===== config.mk =====
export PLATFORM = sky130hd
export DESIGN_NAME = bin_reorder
export DESIGN_NICKNAME = d
export VERILOG_FILES = /design/src/rtl/fft16_pkg.sv /design/src/rtl/bin_reorder.sv
export SDC_FILE = /design/constraint.sdc
export NUM_CORES = 1
export LEC_CHECK = 0
export BUFFER_PORTS_ARGS = -buffer_cell sky130_fd_sc_hd__buf_2
export CORE_AREA = 3 3 304 306
export CTS_BUF_LIST = sky130_fd_sc_hd__clkbuf_4 sky130_fd_sc_hd__clkbuf_8 sky130_fd_sc_hd__clkbuf_16
export CTS_CLUSTER_SIZE = 30
export DETAILED_ROUTE_END_ITERATION = 16
export DIE_AREA = 0 0 307 309
export PLACE_DENSITY = 0.46
export SLEW_MARGIN = 40
export SYNTH_ARGS = -nofsm -noshare
export SYNTH_HDL_FRONTEND = slang
export SYNTH_SLANG_ARGS = --single-unit

===== constraint.sdc =====
create_clock -name clk -period 1.7 [get_ports clk]
set_input_delay 0 -clock clk [delete_from_list [all_inputs] [get_ports clk]]
set_output_delay 0 -clock clk [all_outputs]
set_load 0.01 [all_outputs]

===== src/rtl/fft16_pkg.sv =====
package fft16_pkg;

    localparam int SAMPLE_W = 12;  // One real or imaginary part
    localparam int TW_W     = 13;  // One twiddle part
    localparam int TW_FRAC  = 11;  // 2048 is unity
    localparam int N_POINTS = 16;
    localparam int N_BFLY   = 4;   // Radix-4 butterflies per pass

    typedef struct packed {
        logic signed [SAMPLE_W-1:0] re;
        logic signed [SAMPLE_W-1:0] im;
    } cplx_t;

    typedef struct packed {
        logic signed [TW_W-1:0] re;
        logic signed [TW_W-1:0] im;
    } twiddle_t;

    typedef cplx_t [3:0] bfly_quad_t;  // Four legs of one butterfly

    typedef cplx_t [N_POINTS-1:0] sample_vec_t;  // Whole transform

    // W16^k = cos(2*pi*k/16) - j*sin(2*pi*k/16), scaled by 2048 and rounded
    localparam twiddle_t TWIDDLE_ROM [N_POINTS] = '{
        '{re:  13'sd2048, im:  13'sd0   },  // W0
        '{re:  13'sd1892, im: -13'sd784 },  // W1
        '{re:  13'sd1448, im: -13'sd1448},  // W2
        '{re:  13'sd784,  im: -13'sd1892},  // W3
        '{re:  13'sd0,    im: -13'sd2048},  // W4
        '{re: -13'sd784,  im: -13'sd1892},  // W5
        '{re: -13'sd1448, im: -13'sd1448},  // W6
        '{re: -13'sd1892, im: -13'sd784 },  // W7
        '{re: -13'sd2048, im:  13'sd0   },  // W8
        '{re: -13'sd1892, im:  13'sd784 },  // W9
        '{re: -13'sd1448, im:  13'sd1448},  // W10
        '{re: -13'sd784,  im:  13'sd1892},  // W11
        '{re:  13'sd0,    im:  13'sd2048},  // W12
        '{re:  13'sd784,  im:  13'sd1892},  // W13
        '{re:  13'sd1448, im:  13'sd1448},  // W14
        '{re:  13'sd1892, im:  13'sd784 }   // W15
    };

    typedef enum logic [1:0] {
        PASS_IDLE,  // Waiting for start, results held
        PASS_1,     // Butterflies on the input samples
        PASS_2      // Butterflies on the pass-1 results
    } pass_t;

endpackage


===== src/rtl/bin_reorder.sv =====
module bin_reorder (
    input  logic                                          clk,
    input  logic                                          rst,
    input  logic                                          load,
    input  logic                                          capture,
    input  fft16_pkg::bfly_quad_t [fft16_pkg::N_BFLY-1:0] bfly_results,
    output fft16_pkg::sample_vec_t                        freq_samples,
    output logic                                          done
);

    // Output q of butterfly k in pass 2 is bin k + 4q
    always_ff @(posedge clk) begin
        if (rst) begin
            freq_samples <= '0;
            done         <= 1'b0;
        end else if (capture) begin
            for (int k = 0; k < fft16_pkg::N_BFLY; k++) begin
                for (int q = 0; q < 4; q++) begin
                    freq_samples[k + fft16_pkg::N_BFLY * q] <= bfly_results[k][q];
                end
            end
            done <= 1'b1;
        end else if (load) begin
            done <= 1'b0;  // New transform accepted, bins held until capture
        end
    end

endmodule


==> reports/results.ini <==
[run_status]
status = finished, final reports clean

[hold_path]
timing.hold.worst_endpoint = freq_samples[362]$_SDFFE_PP0P_
hold_path_cells = 4
hp-class = in2reg
worstHoldStart = capture

[floorplan]
floorplan.die_area_um2 = 94900
io_pins = 773
floorplan.core_area_um2 = 89900
initial_core_util = 0.155
chipHeight_um = 309
die_x_um = 307
fp-row-count = 110

[setup_path]
crit_type = reg2reg
cpPeakStageDelay_ns = 0.58
cp-end-kind = flip-flop
reg2reg_slack_ns = 0.46
critical_path.top_delay_family = buffers and inverters
timing.rr.end = freq_samples[94]$_SDFFE_PP0P_
critical_path.n_buffers_inverters = 1
timing.critical_path.slowest_stage_cell = sky130_fd_sc_hd__dlygate4sd3_1
crit_path_cell_trace = mux2i_1, nor2_1, dlygate4sd3_1
cp_data_required_time_ns = 2.15
timing.reg2reg.worst_path_depth = 3
arrival_time_of_data_at_the_critical_path_endpoint_ns = 1.68
regToRegStartpoint = freq_samples[94]$_SDFFE_PP0P_
cp-start-kind = flip-flop
cp_max_fo = 2

[place]
numPortBuffers = 772
placedInstanceArea_um2 = 19000
dpl.hpwl_um = 38500
globalplace.congestion = 0.757

[timing]
finClkSkew_ns = 0
timing.setup.tns_ns = 0
fmax_mhz = 808
fin_worst_hold_slack_ns = 0.0295
final-max-slew-violation-count = 0
post-route-period-util = 0.728
final_min_period_ns = 1.24
worstMarginPinSlew_ns = 0.624
report.final.hold_viol_count = 0
final-setup-viol-count = 0
timing.slew.headroom = 0.584
grt_setup_unrepaired = no

[clock_network]
ctsHtreeMaxLevel = 2
clock_sinks = 385
tritoncts = built
clk_latency_ns = 0.56
tritoncts.num_buffers = 45
cts.clk_slew.worst_paths_ns = 0.06
cts_root_buf = sky130_fd_sc_hd__clkbuf_16
clockBufferDepth = 3
post_cts_resized = 0

[synthesis]
ys_seq_area_frac = 0.553
post_synth_num_cell_types = 13
synthCells = 1242
syn-num-nets = 1630
mapped_avg_cell_area_um2 = 11.2
yosys_warnings = 0
postSynthRegisterBits = 385
mappedNetlistArea_um2 = 13900

[grt]
grt_pass1_wl_um = 80200
grt_util_met1 = 0.112
m3_gr_usage = 0.0344
first_global_vias = 14100
grt_remaining_overflow = 0
global_route.usage.met2 = 0.197
gr-usage-all-layers = 0.107
grt_start_max_net_pins = 61
global_route.peak_usage_layer = met2
number_of_antenna_violations_at_the_first_check_in_global_routing = 0

[routing]
routed-via-count = 13200
detail_route.drc_violations = 0
first_iter_violations = 518
drt_pass1_iterations = 4
routed_wirelength_um = 53600
final_routed_wire_length_divided_by_cell_count_um = 14.5
antenna_left = 0
via_per_inst = 3.57

[flow_run]
cap_viol_max_count = 0

[finish]
stdcell_area_um2 = 24900
layout_commonest_cell = sky130_fd_sc_hd__buf_2
layout_common_cells = 770 x sky130_fd_sc_hd__buf_2, 438 x sky130_fd_sc_hd__dlygate4sd3_1, 385 x sky130_fd_sc_hd__dfxtp_1
nets = 2867
nFillCells = 9498
diodes = 0
area_delta_synth_final_pct = 78.8
layout-drive-gt1-share = 0.365

[pwr]
max-vdd-ir-drop_mv = 0.607
power.total_w = 0.0234
power.density_nw_per_um2 = 940
leakagePower_nw = 12.6

## per-layer routing
metal	share of wire	vias to the layer above
li1	-	6592
met1	0.37	5960
met2	0.51	524
met3	0.081	104
met4	0.036	0
met5	0	-
## flip-flops by register name, indices dropped and copies added, names as in the netlist
signal / flops
freq_samples: 384
done: 1
## timing repair
| action | 4_1_cts | 5_1_grt |
|---|---|---|
| endpoints found under the hold margin | 385 | 0 |
| hold buffers | 438 | 0 |
| setup buffers | 0 | 0 |
## cell usage after synthesis (all sizes together)
library cell,n,area (um2)
dfxtp,385,7710
mux2i,384,3840
a21oi,1,5.00
clkbuf,24,90.1
nand2b,1,6.26
nor2,384,1440
buf,62,845
inv,1,3.75
## through the flow
step | std cells | util | worst slack [ns]
2_1_floorplan | 1242 | - | 0.916
6_report | 3687 | 0.277 | 0.462
3_5_place_dp | 3170 | 0.211 | 0.510
3_3_place_gp | 3170 | 0.211 | 0.502
4_1_cts | 3687 | 0.277 | 0.343
5_1_grt | 3687 | 0.277 | 0.315
## area by class of cell
type | count | area (um2) | share of cell area
Tap cell | 1176 | 1470 | 0.0590
Multi-Input combinational cell | 770 | 5300 | 0.212
Inverter | 1 | 3.75 | 0.000151
Timing Repair Buffer | 1276 | 8910 | 0.358
Clock buffer | 71 | 1440 | 0.0577
Sequential cell | 385 | 7710 | 0.309
Clock inverter | 8 | 100 | 0.00402
## worst max path at each step
stage,from,slack (ns),endpoint,cells past startpoint
finish,freq_samples[94]$_SDFFE_PP0P_,0.46,freq_samples[94]$_SDFFE_PP0P_,3
global route,freq_samples[239]$_SDFFE_PP0P_,0.31,freq_samples[239],1
CTS,freq_samples[239]$_SDFFE_PP0P_,0.34,freq_samples[239],1
detailed placement,capture,0.51,freq_samples[373]$_SDFFE_PP0P_,4
global placement,capture,0.50,freq_samples[126]$_SDFFE_PP0P_,5
floorplan,capture,0.92,freq_samples[104]$_SDFFE_PP0P_,5
## worst min-delay path: cells and delay by family
kind / cells / cell delay, ns
AND/OR/NAND/NOR: 1 / 0.07
multiplexers: 1 / 0.13
buffers and inverters: 2 / 0.34
## cell families after synthesis
| group | count (synthesis) | share of synthesized area |
|---|---|---|
| flip-flops | 385 | 0.553 |
| AND/OR/NAND/NOR | 385 | 0.104 |
| multiplexers | 384 | 0.276 |
| buffers and inverters | 87 | 0.0673 |
| AO/OA/AOI/OAI | 1 | 0.000359 |
## report_power, final
part           internal [W]  total (W)  switching [W]
sequential          0.00957    0.00985       0.000282
clock               0.00608    0.00995        0.00387
combinational       0.00201    0.00363        0.00163
total                0.0177     0.0234        0.00578
No activity file was read; power rests on OpenSTA's default activity.
