File: src/rtl/fft16_pkg.sv
package fft16_pkg;

    localparam int SAMPLE_W = 12;  // One real or imaginary part
    localparam int TW_W     = 13;  // One twiddle part
    localparam int TW_FRAC  = 11;  // 2048 is unity
    localparam int N_POINTS = 16;
    localparam int N_BFLY   = 4;   // Radix-4 butterflies per pass

    typedef struct packed {
        logic signed [SAMPLE_W-1:0] re;
        logic signed [SAMPLE_W-1:0] im;
    } cplx_t;

    typedef struct packed {
        logic signed [TW_W-1:0] re;
        logic signed [TW_W-1:0] im;
    } twiddle_t;

    typedef cplx_t [3:0] bfly_quad_t;  // Four legs of one butterfly

    typedef cplx_t [N_POINTS-1:0] sample_vec_t;  // Whole transform

    // W16^k = cos(2*pi*k/16) - j*sin(2*pi*k/16), scaled by 2048 and rounded
    localparam twiddle_t TWIDDLE_ROM [N_POINTS] = '{
        '{re:  13'sd2048, im:  13'sd0   },  // W0
        '{re:  13'sd1892, im: -13'sd784 },  // W1
        '{re:  13'sd1448, im: -13'sd1448},  // W2
        '{re:  13'sd784,  im: -13'sd1892},  // W3
        '{re:  13'sd0,    im: -13'sd2048},  // W4
        '{re: -13'sd784,  im: -13'sd1892},  // W5
        '{re: -13'sd1448, im: -13'sd1448},  // W6
        '{re: -13'sd1892, im: -13'sd784 },  // W7
        '{re: -13'sd2048, im:  13'sd0   },  // W8
        '{re: -13'sd1892, im:  13'sd784 },  // W9
        '{re: -13'sd1448, im:  13'sd1448},  // W10
        '{re: -13'sd784,  im:  13'sd1892},  // W11
        '{re:  13'sd0,    im:  13'sd2048},  // W12
        '{re:  13'sd784,  im:  13'sd1892},  // W13
        '{re:  13'sd1448, im:  13'sd1448},  // W14
        '{re:  13'sd1892, im:  13'sd784 }   // W15
    };

    typedef enum logic [1:0] {
        PASS_IDLE,  // Waiting for start, results held
        PASS_1,     // Butterflies on the input samples
        PASS_2      // Butterflies on the pass-1 results
    } pass_t;

endpackage

File: src/rtl/fft_stage_router.sv
module fft_stage_router (
    input  logic                                       clk,
    input  logic                                       rst,
    input  logic                                       start,
    input  fft16_pkg::sample_vec_t                     time_samples,
    input  fft16_pkg::bfly_quad_t [fft16_pkg::N_BFLY-1:0] bfly_results,
    output fft16_pkg::bfly_quad_t [fft16_pkg::N_BFLY-1:0] bfly_data,
    output fft16_pkg::twiddle_t [fft16_pkg::N_BFLY-1:0][3:0] bfly_twiddle,
    output logic                                       load,
    output logic                                       capture
);

    fft16_pkg::pass_t       pass;
    fft16_pkg::sample_vec_t work;  // Working register shared by both passes

    assign load    = start && (pass == fft16_pkg::PASS_IDLE);  // Start only taken when idle
    assign capture = (pass == fft16_pkg::PASS_2);              // Last-pass results are valid

    // Pass sequencer
    always_ff @(posedge clk) begin
        if (rst) begin
            pass <= fft16_pkg::PASS_IDLE;
        end else begin
            case (pass)
                fft16_pkg::PASS_IDLE: begin
                    if (load) begin
                        pass <= fft16_pkg::PASS_1;
                    end
                end
                fft16_pkg::PASS_1: begin
                    pass <= fft16_pkg::PASS_2;
                end
                fft16_pkg::PASS_2: begin
                    pass <= fft16_pkg::PASS_IDLE;
                end
                default: begin
                    pass <= fft16_pkg::PASS_IDLE;
                end
            endcase
        end
    end

    // Working register, samples on start and pass-1 results afterwards
    always_ff @(posedge clk) begin
        if (load) begin
            work <= time_samples;
        end else if (pass == fft16_pkg::PASS_1) begin
            for (int n = 0; n < fft16_pkg::N_BFLY; n++) begin
                for (int q = 0; q < 4; q++) begin
                    work[fft16_pkg::N_BFLY * n + q] <= bfly_results[n][q];  // Output q of bfly n
                end
            end
        end
    end

    // Data routing
    // Pass 1 wants x[i + 4p] and pass 2 wants output i of bfly p, which was
    // stored at 4p + i. Both passes therefore share one index pattern.
    always_comb begin
        for (int i = 0; i < fft16_pkg::N_BFLY; i++) begin
            for (int p = 0; p < 4; p++) begin
                bfly_data[i][p] = work[i + fft16_pkg::N_BFLY * p];
            end
        end
    end

    // Twiddle selection
    always_comb begin
        for (int i = 0; i < fft16_pkg::N_BFLY; i++) begin
            for (int p = 0; p < 4; p++) begin
                if (pass == fft16_pkg::PASS_2) begin
                    bfly_twiddle[i][p] = fft16_pkg::TWIDDLE_ROM[(p * i) % fft16_pkg::N_POINTS];
                end else begin
                    bfly_twiddle[i][p] = fft16_pkg::TWIDDLE_ROM[0];  // Unity in pass 1
                end
            end
        end
    end

endmodule

File: config.mk
export PLATFORM = sky130hd
export DESIGN_NAME = fft_stage_router
export DESIGN_NICKNAME = d
export VERILOG_FILES = /design/src/rtl/fft16_pkg.sv /design/src/rtl/fft_stage_router.sv
export SDC_FILE = /design/constraint.sdc
export NUM_CORES = 1
export LEC_CHECK = 0
export BUFFER_PORTS_ARGS = -buffer_cell sky130_fd_sc_hd__buf_4
export CAP_MARGIN = 30
export CELL_PAD_IN_SITES_DETAIL_PLACEMENT = 0
export CELL_PAD_IN_SITES_GLOBAL_PLACEMENT = 1
export CORE_AREA = 3 3 608 610
export CTS_CLUSTER_SIZE = 14
export DETAILED_ROUTE_END_ITERATION = 10
export DIE_AREA = 0 0 611 613
export PLACE_DENSITY = 0.37
export SETUP_SLACK_MARGIN = 0.02
export SLEW_MARGIN = 0
export SYNTH_ARGS = -nofsm -noshare
export SYNTH_HDL_FRONTEND = slang
export SYNTH_SLANG_ARGS = --single-unit
File: constraint.sdc
create_clock -name clk -period 19.16 [get_ports clk]
set_input_delay 1.916 -clock clk [delete_from_list [all_inputs] [get_ports clk]]
set_output_delay 1.916 -clock clk [all_outputs]
set_load 0.02 [all_outputs]
==> run summary, run 1 <==
The critical path is of the in -> reg type. Of the total power, the share spent switching nets is 0.3142. Including well taps, the total number of placed cells is 7,182. The complex-gate fraction of the synthesized area was 0.

The xor-xnor portion of the synthesized cell area came out at 0. The endpoint arrival time on the critical path came out at slightly above 6 ns. The port buffer count came out at 1,247.

The share of synthesized registers carrying an async set or reset is 0. The combined area of all synthesized cells is 0.01994 mm2. The count of non-filler cells in the finished layout is 7,310.

CTS placed an instance of clkbuf_16 at the clock tree root. The worst register-to-register path begins at pass[1]. The sum of overflow across all layers after global routing came out at 0. The routed design has 184,700 um of wire.

The cell row count is about 220. The setup slack after placement came out at 12.64 ns. Setup repair after global routing left no endpoint under its margin. The average cell area after synthesis is 16.12 um2.

The instance count of the mapped netlist came out at about 1,200. The half-perimeter wire length of the detailed placement result is approximately 170,000 um. TritonCTS built the clock tree. The die covers 0.3745 mm2. The first-pass GRT wire length came out at ~210,000 um. After synthesis, the cell types taking the most area are edfxtp_1 (58%), mux2_2 (20%), buf_4 (16%), buf_12 (3.3%), mux2_4 (2.3%).

The hold path endpoint is pass[0]. The endpoint identified for the worst register-to-register timing path is bfly_data[344]. The setup slack after layout is around 14 ns. The count of boundary I/O pins is 1,573. The number of remaining DRC errors is 0.

The chip width came out at 611 um. The required time at the endpoint of the critical path came out at 19.61 ns. The largest fanout of any net on the critical path is 65. The multiplexer share of the synthesized area came out at 0.2225. The hold path startpoint is pass[0]. The via count of the routed design is 14,930. The clock period minus worst slack came out at 5.640 ns. The deepest clock path buffer count is 3.

Entering global routing, the biggest net connects 117 pins. The fraction of final layout cells with drive strength greater than 1 is 0.6989. The number of gates resized after CTS was 0. Ranked by instance count, the synthesized netlist is headed by buf_4 (418), edfxtp_1 (384), mux2_2 (351). The highest clock rate is 177.3 MHz.

The adder and majority cell fraction of the synthesized area is 0. The flow ran to the end, and the final reports show no timing, DRC or antenna violations. The all-layer global routing usage came out at 0.09300. The worst reg-to-reg path cell count is 7. The final weighted congestion in routability-driven placement came out at 0.8100. The analysis attributes to net switching a power of 0.8786 mW. The worst voltage drop across the vdd grid is 67.33 uV. Compared with the post-synthesis result, the final layout area differs by 74.10%. The synthesized-area fraction occupied by and/or/nand/nor cells came out at 0.002134. The initial utilization of the core area, before any placement, comes to 0.05463. For this run, the leading register cell type out of synthesis is edfxtp_1. The initial antenna violation count is 200. The total of fill cells in the finished design came out at 42,210. For this run, the detailed router's first-pass iteration total came to 4. The count of synthesis-stage warnings from yosys is 0. The setup TNS after final layout came out at 0 ns. The number of global-route vias before repair is 14,230. The most instantiated library cell after synthesis is buf_4.

The internal power component came out at roughly 1.9 mW. The total number of clock tree sinks is approximately 390. The number of synthesized register bits came out at 386. The power per standard cell area came out at 80.56 mW/mm2.

The share of the synthesized area in the top cell type came out at 0.5783. The per-cell routed wire length came out at ~25 um. The number of enable flip-flop cells after synthesis came out at approximately 380. The worst setup path is launched from a primary input. The share of total power dissipated in the clock network is 0.378.

The number of clock buffers inserted by TritonCTS is 57. The share of power burned in registers came out at 0.383. The max-slew violation count is 0. The completed layout was analyzed and its total power is about 2.8 mW. The total count of hold-check failures in the final report came to 0. The number of hold buffers added after CTS was 0. The largest total area in the synthesized netlist belongs to edfxtp_1. Setup violations remaining at the end of the flow were counted as 0. The tightest slew margin relative to the limit came out at 0.3683. After synthesis, the largest family of logic cells by area is multiplexers.

The core outline area came out at 0.3650 mm2. The slack of the worst reg-to-reg path came out at 14.45 ns. The number of distinct library cells after synthesis is 15. For this run, the share of the core covered by cells in the final layout is 0.09511. The min-delay analysis places its worst path in the category reg -> reg. The share of the Yosys chip area taken by registers is 0.5803.

The worst-margin pin slew came out at 0.9475 ns. Summed over all cells, the static leakage comes to 13.47 nW. STA classifies the critical path endpoint as a flip-flop. The combinational cell fraction of total power is 0.239. Dividing the final minimum period by the clock period gives 0.2944. The worst hold path cell count is 1. The number of nets at the end of the flow is 3,197.

After clock tree synthesis, the clock-pin slew on the worst setup and hold paths is 0.06 ns. Using the TritonRoute via totals, the vias-per-cell ratio works out to 2.042. The number of DRC markers after the initial detailed-route iteration is just under 1,000. The final worst clock skew came out at approximately 0.063 ns. The H-tree was split into 2 levels.

Across the run, the number of max-cap violations was 0. The clock latency on the worst-skew pair came out at 0.71 ns. The die span in y is 613 um. The total setup buffers inserted after CTS is 0. In this run the remaining antenna-violating nets after routing total 0.
## placed cells by master, fill, tap and decap left out, drive strengths merged
master and n:
clkinv 18, conb 325, nor4b 1, nand2b 1
nor2 2, clkinvlp 3, edfxtp 384, clkbuf 79
dfxtp 2, bufinv 3, inv 2, mux2 384
diode 23, nor3b 2, buf 1265
## critical path: stages
cell	delay (ns)
buf_4	0.09
nor3b_4	0.31
buf_4	0.37
buf_4	0.48
buf_4	0.64
buf_4	0.74
buf_4	0.78
mux2_2	0.42
## cells by family (layout without fill, tap and decap cells)
group / after synthesis / count (layout)
buffers and inverters: 459 / 1370
multiplexers: 384 / 384
AND/OR/NAND/NOR: 6 / 6
flip-flops: 386 / 386
other: 2 / 348
## routing by layer
layer / vias to the layer above / track usage / wire [um]
met2: 1069 / 0.1765 / 99280
met3: 391 / 0.03233 / 15320
li1: 6193 / - / -
met4: 46 / 0.02057 / 4536
met1: 7231 / 0.09729 / 65260
met5: - / 0 / 309
## power groups by stage
stage	Clock (mW)	Combinational [mW]	Sequential, mW
finish	1.06	0.669	1.07
detailed placement	0	0.688	1.09
global placement	0	0.684	1.09
global route	1.14	0.708	1.08
CTS	1.12	0.689	1.07
floorplan	0	0.281	1.22
## how the worst max path moves through the flow
stage / start / endpoint / slack, ns
after CTS: start / bfly_data[359] / 13.50
after global routing: start / bfly_data[344] / 13.32
final: start / bfly_data[344] / 13.52
after floorplan: start / bfly_data[0] / 0.06
after global placement: start / bfly_data[358] / 12.73
after detailed placement: start / bfly_data[359] / 12.64
## sequential cells by signal, indices dropped and copies added (netlist names)
signal     flops
bfly_data    384
pass           2
## cell type report
type | instances | area [um2] | share of cell area
sequential | 386 | 11570 | 0.3333
timing repair buffer | 1265 | 9569 | 0.2757
tap | 4816 | 6026 | 0.1736
multi-input combinational | 715 | 5713 | 0.1646
clock buffer | 79 | 1530 | 0.04408
clock inverter | 25 | 242.7 | 0.006992
antenna | 23 | 57.56 | 0.001658
inverter | 1 | 5.005 | 0.0001442
## through the flow
stage	hold WS (ns)	instance area, um2
finish	0.5447	34710
floorplan	0.4681	21150
global placement	0.5421	32800
global route	0.5839	34680
CTS	0.5431	34630
detailed placement	0.5370	32860
Note: power is estimated with default switching activity, not from simulation.
==> run 2, diff against run 1 <==
- ABC_AREA: not set -> 1
- CORE_AREA: 3 3 608 610 -> 3 3 617 619
- DIE_AREA: 0 0 611 613 -> 0 0 620 622
- PLACE_DENSITY: 0.37 -> 0.38
- clock period: 19.16 -> 4.8 ns (I/O delays scaled with it)
==> run summary, run 2 <==
The run finished with clean final reports. Setup repair after global routing left no endpoint under its margin. The endpoint arrival time on the critical path came out at 3.42 ns. In this run the worst setup path begins at pass[1]. The worst-margin pin slew is 0.9064 ns. The full die area came out at 0.3856 mm2. Using the TritonRoute via totals, the vias-per-cell ratio works out to approximately 2.4. After floorplanning, the core was divided into 225 placement rows. The total count of hold-check failures in the final report is 0. The final weighted congestion in routability-driven placement came out at 0.8469. From synthesis to final layout, the design area changed by 98.39%. In the post-synthesis netlist, the biggest area contributors are edfxtp_1 (57%), buf_4 (16%), nand2_1 (14%), nand3_1 (9.5%), buf_2 (2.0%). The tightest slew margin relative to the limit came out at 0.3957.

nand2_1 is the most common cell in the netlist. The final worst clock skew came out at 0.02288 ns. The core outline area is 0.3755 mm2. The number of remaining DRC errors is 0.

In this run the static leakage power is 17.19 nW. The highest clock rate came out at between 200 and 300 MHz. TritonCTS built the clock tree. The power per standard cell area is 298.1 mW/mm2. The number of enable flip-flop cells after synthesis came out at roughly 380. The number of global-route vias before repair came out at 21,620.

The first detailed-routing pass ran for 5 iterations. The setup slack after placement is 1.390 ns. The number of nets at the end of the flow came out at 4,430.

Counting instances in the post-synthesis netlist gives the leading cell types as nand2_1 (769), buf_4 (416), edfxtp_1 (384), nand3_1 (384), buf_2 (82). The half-perimeter wire length of the detailed placement result came out at 174,900 um. The first-pass GRT wire length came out at 249,000 um. The required time at the endpoint of the critical path is 4.32 ns.

The share of synthesized registers carrying an async set or reset is 0. The count of synthesis-stage warnings from yosys came out at 0. The number of clock buffers inserted by TritonCTS is 58. The most instantiated flip-flop cell in the synthesis netlist is edfxtp_1.

The port buffer count is 1,247. Max-cap violations in this run came to 0. Entering global routing, the biggest net connects between 100 and 150 pins. The category of the worst setup path launch point is a flip-flop. The critical path is of the reg -> out type. The H-tree was split into 2 levels. The number of synthesized register bits came out at 386. The initial antenna violation count came to 174. The deepest clock path buffer count is 3. The final setup violation count came out at 0. The root buffer cell is clkbuf_16. The clock reaches the later pin of the worst-skew pair after 0.72 ns. The final worst-path cycle share is 0.8118. The share of the synthesized area in the top cell type came out at 0.5727. For this run, the register share of the synthesized area comes to 0.5747. The chip width is 620 um.

In this run the count of I/O pins placed on the die edge is 1,573. The smallest clock period supported by the final layout is computed as 3.897 ns. The die span in y is 622 um. The total setup buffers inserted after CTS came out at 0. The register with the most flip-flops in the layout has 384 of them. Post-CTS repair changed the size of 0 cells.

In this run the worst path has a maximum fanout of 73. The setup slack after layout is roughly 0.90 ns. The total of fill cells in the finished design is 43,720.

The max-slew violation count came to 0. The all-layer global routing usage is 0.1006. The startpoint identified for the worst hold timing path is time_samples[174]. After synthesis the cells add up to slightly above 0.02 mm2. STA classifies the critical path endpoint as an output pin. The sum of overflow across all layers after global routing is 0. In this run the remaining antenna-violating nets after routing total 0. The library cell used most frequently in the layout, excluding fill and tap cells, is buf_4.

The per-cell routed wire length came out at 23.35 um. In the layout the commonest cells are buf_4 (1,262), nand2_1 (769), dlygate4sd3_1 (457). The number of distinct library cells after synthesis is 16. The average cell area after synthesis is between 9 and 10 um2.

The clock transition time at the flip-flop clock pins of the worst setup and hold paths came out at around 0.060 ns. The fraction of final layout cells with drive strength greater than 1 came out at 0.3649. The instance count of the mapped netlist came out at between 2,000 and 2,500.

Wires add up to 203,700 um. The startpoint identified for the worst register-to-register timing path is pass[1]. The worst hold path belongs to the class in -> reg. The clock drives 386 sinks. The power consumption came out at 11.91 mW.

The detailed router placed 21,210 vias in this run. The cell type contributing the most total cell area after synthesis is edfxtp_1. The initial core utilization is 0.05361. The worst voltage drop across the vdd grid came out at 279.9 uV. After the first detailed-routing iteration, the DRC count stood at 1,104. The final hold slack came out at slightly below 0.09 ns.
==> run 2: cell types whose count changed after synthesis, moves of 2 or more <==
cell	before	now
buf_4	418	416
mux2_2	351	0
buf_6	7	0
buf_12	33	0
buf_2	0	82
nand3_1	0	384
nand2_1	0	769
buf_1	0	10
mux2_1	3	0
mux2_4	30	0
clkbuf_1	0	34
==> run 2: power by group <==
group | switching, mW | leakage [nW] | total (mW) | internal [mW]
sequential | 0.125 | 3.81 | 4.32 | 4.20
clock | 1.91 | 0.850 | 4.22 | 2.31
combinational | 2.03 | 12.5 | 3.37 | 1.33
total | 4.07 | 17.2 | 11.9 | 7.84
==> run 2: cell type report <==
class,instances,area (um2),share of cell area
repair buffers,1727,14200,0.3556
clock inverters,32,255.2,0.006390
multi-input cells,1483,6085,0.1523
flip-flops and latches,386,11570,0.2897
inverters,3,12.51,0.0003133
clock buffers,71,1500,0.03756
diodes,26,65.06,0.001629
well taps,4994,6248,0.1564
==> run 2: cells by family (layout without fill, tap and decap cells) <==
logic type	Yosys count	count (layout)	synth area share
flops	386	386	0.5747
buf+inv	545	1833	0.1843
compound gates	1	1	0.0002483
other cells	2	351	0.0003730
simple gates	1157	1157	0.2404
==> run 2: final timing paths <==
path	to	slack (ns)	depth (start not counted)
worst max-delay path	load	0.90	6
worst min-delay path	bfly_data[318]	0.09	3
worst max register to register	bfly_data[108]	1.44	7
worst min register to register	pass[1]	0.51	2
==> run 2: critical path, stage by stage (launching register included) <==
cell     delay, ns
dfxtp_1       0.45
nor2_4        0.09
nand2_8       0.33
buf_4         0.72
buf_4         0.68
inv_2         0.05
buf_4         0.17
==> run 2: repair_timing <==
action | 4_1_cts | 5_1_grt
hold buffers | 457 | 0
setup endpoints to repair | 0 | 0
hold endpoints to repair | 347 | 0
==> run 2: through the flow <==
stage	instance area [um2]	setup TNS, ns	util	instances
floorplan	21360	-866.41	-	2414
global placement	33550	0	0.08933	8136
detailed placement	33550	0	0.08933	8136
CTS	39880	0	0.1062	8696
global route	39900	0	0.1062	8705
finish	39940	0	0.1064	8722
==> run 2: metal layers <==
metal,routed length (um),up-vias,GRT usage
li1,-,9414,-
met1,73860,10170,0.1040
met2,104300,1159,0.1861
met3,19280,386,0.04322
met4,5768,76,0.02113
met5,497,-,0
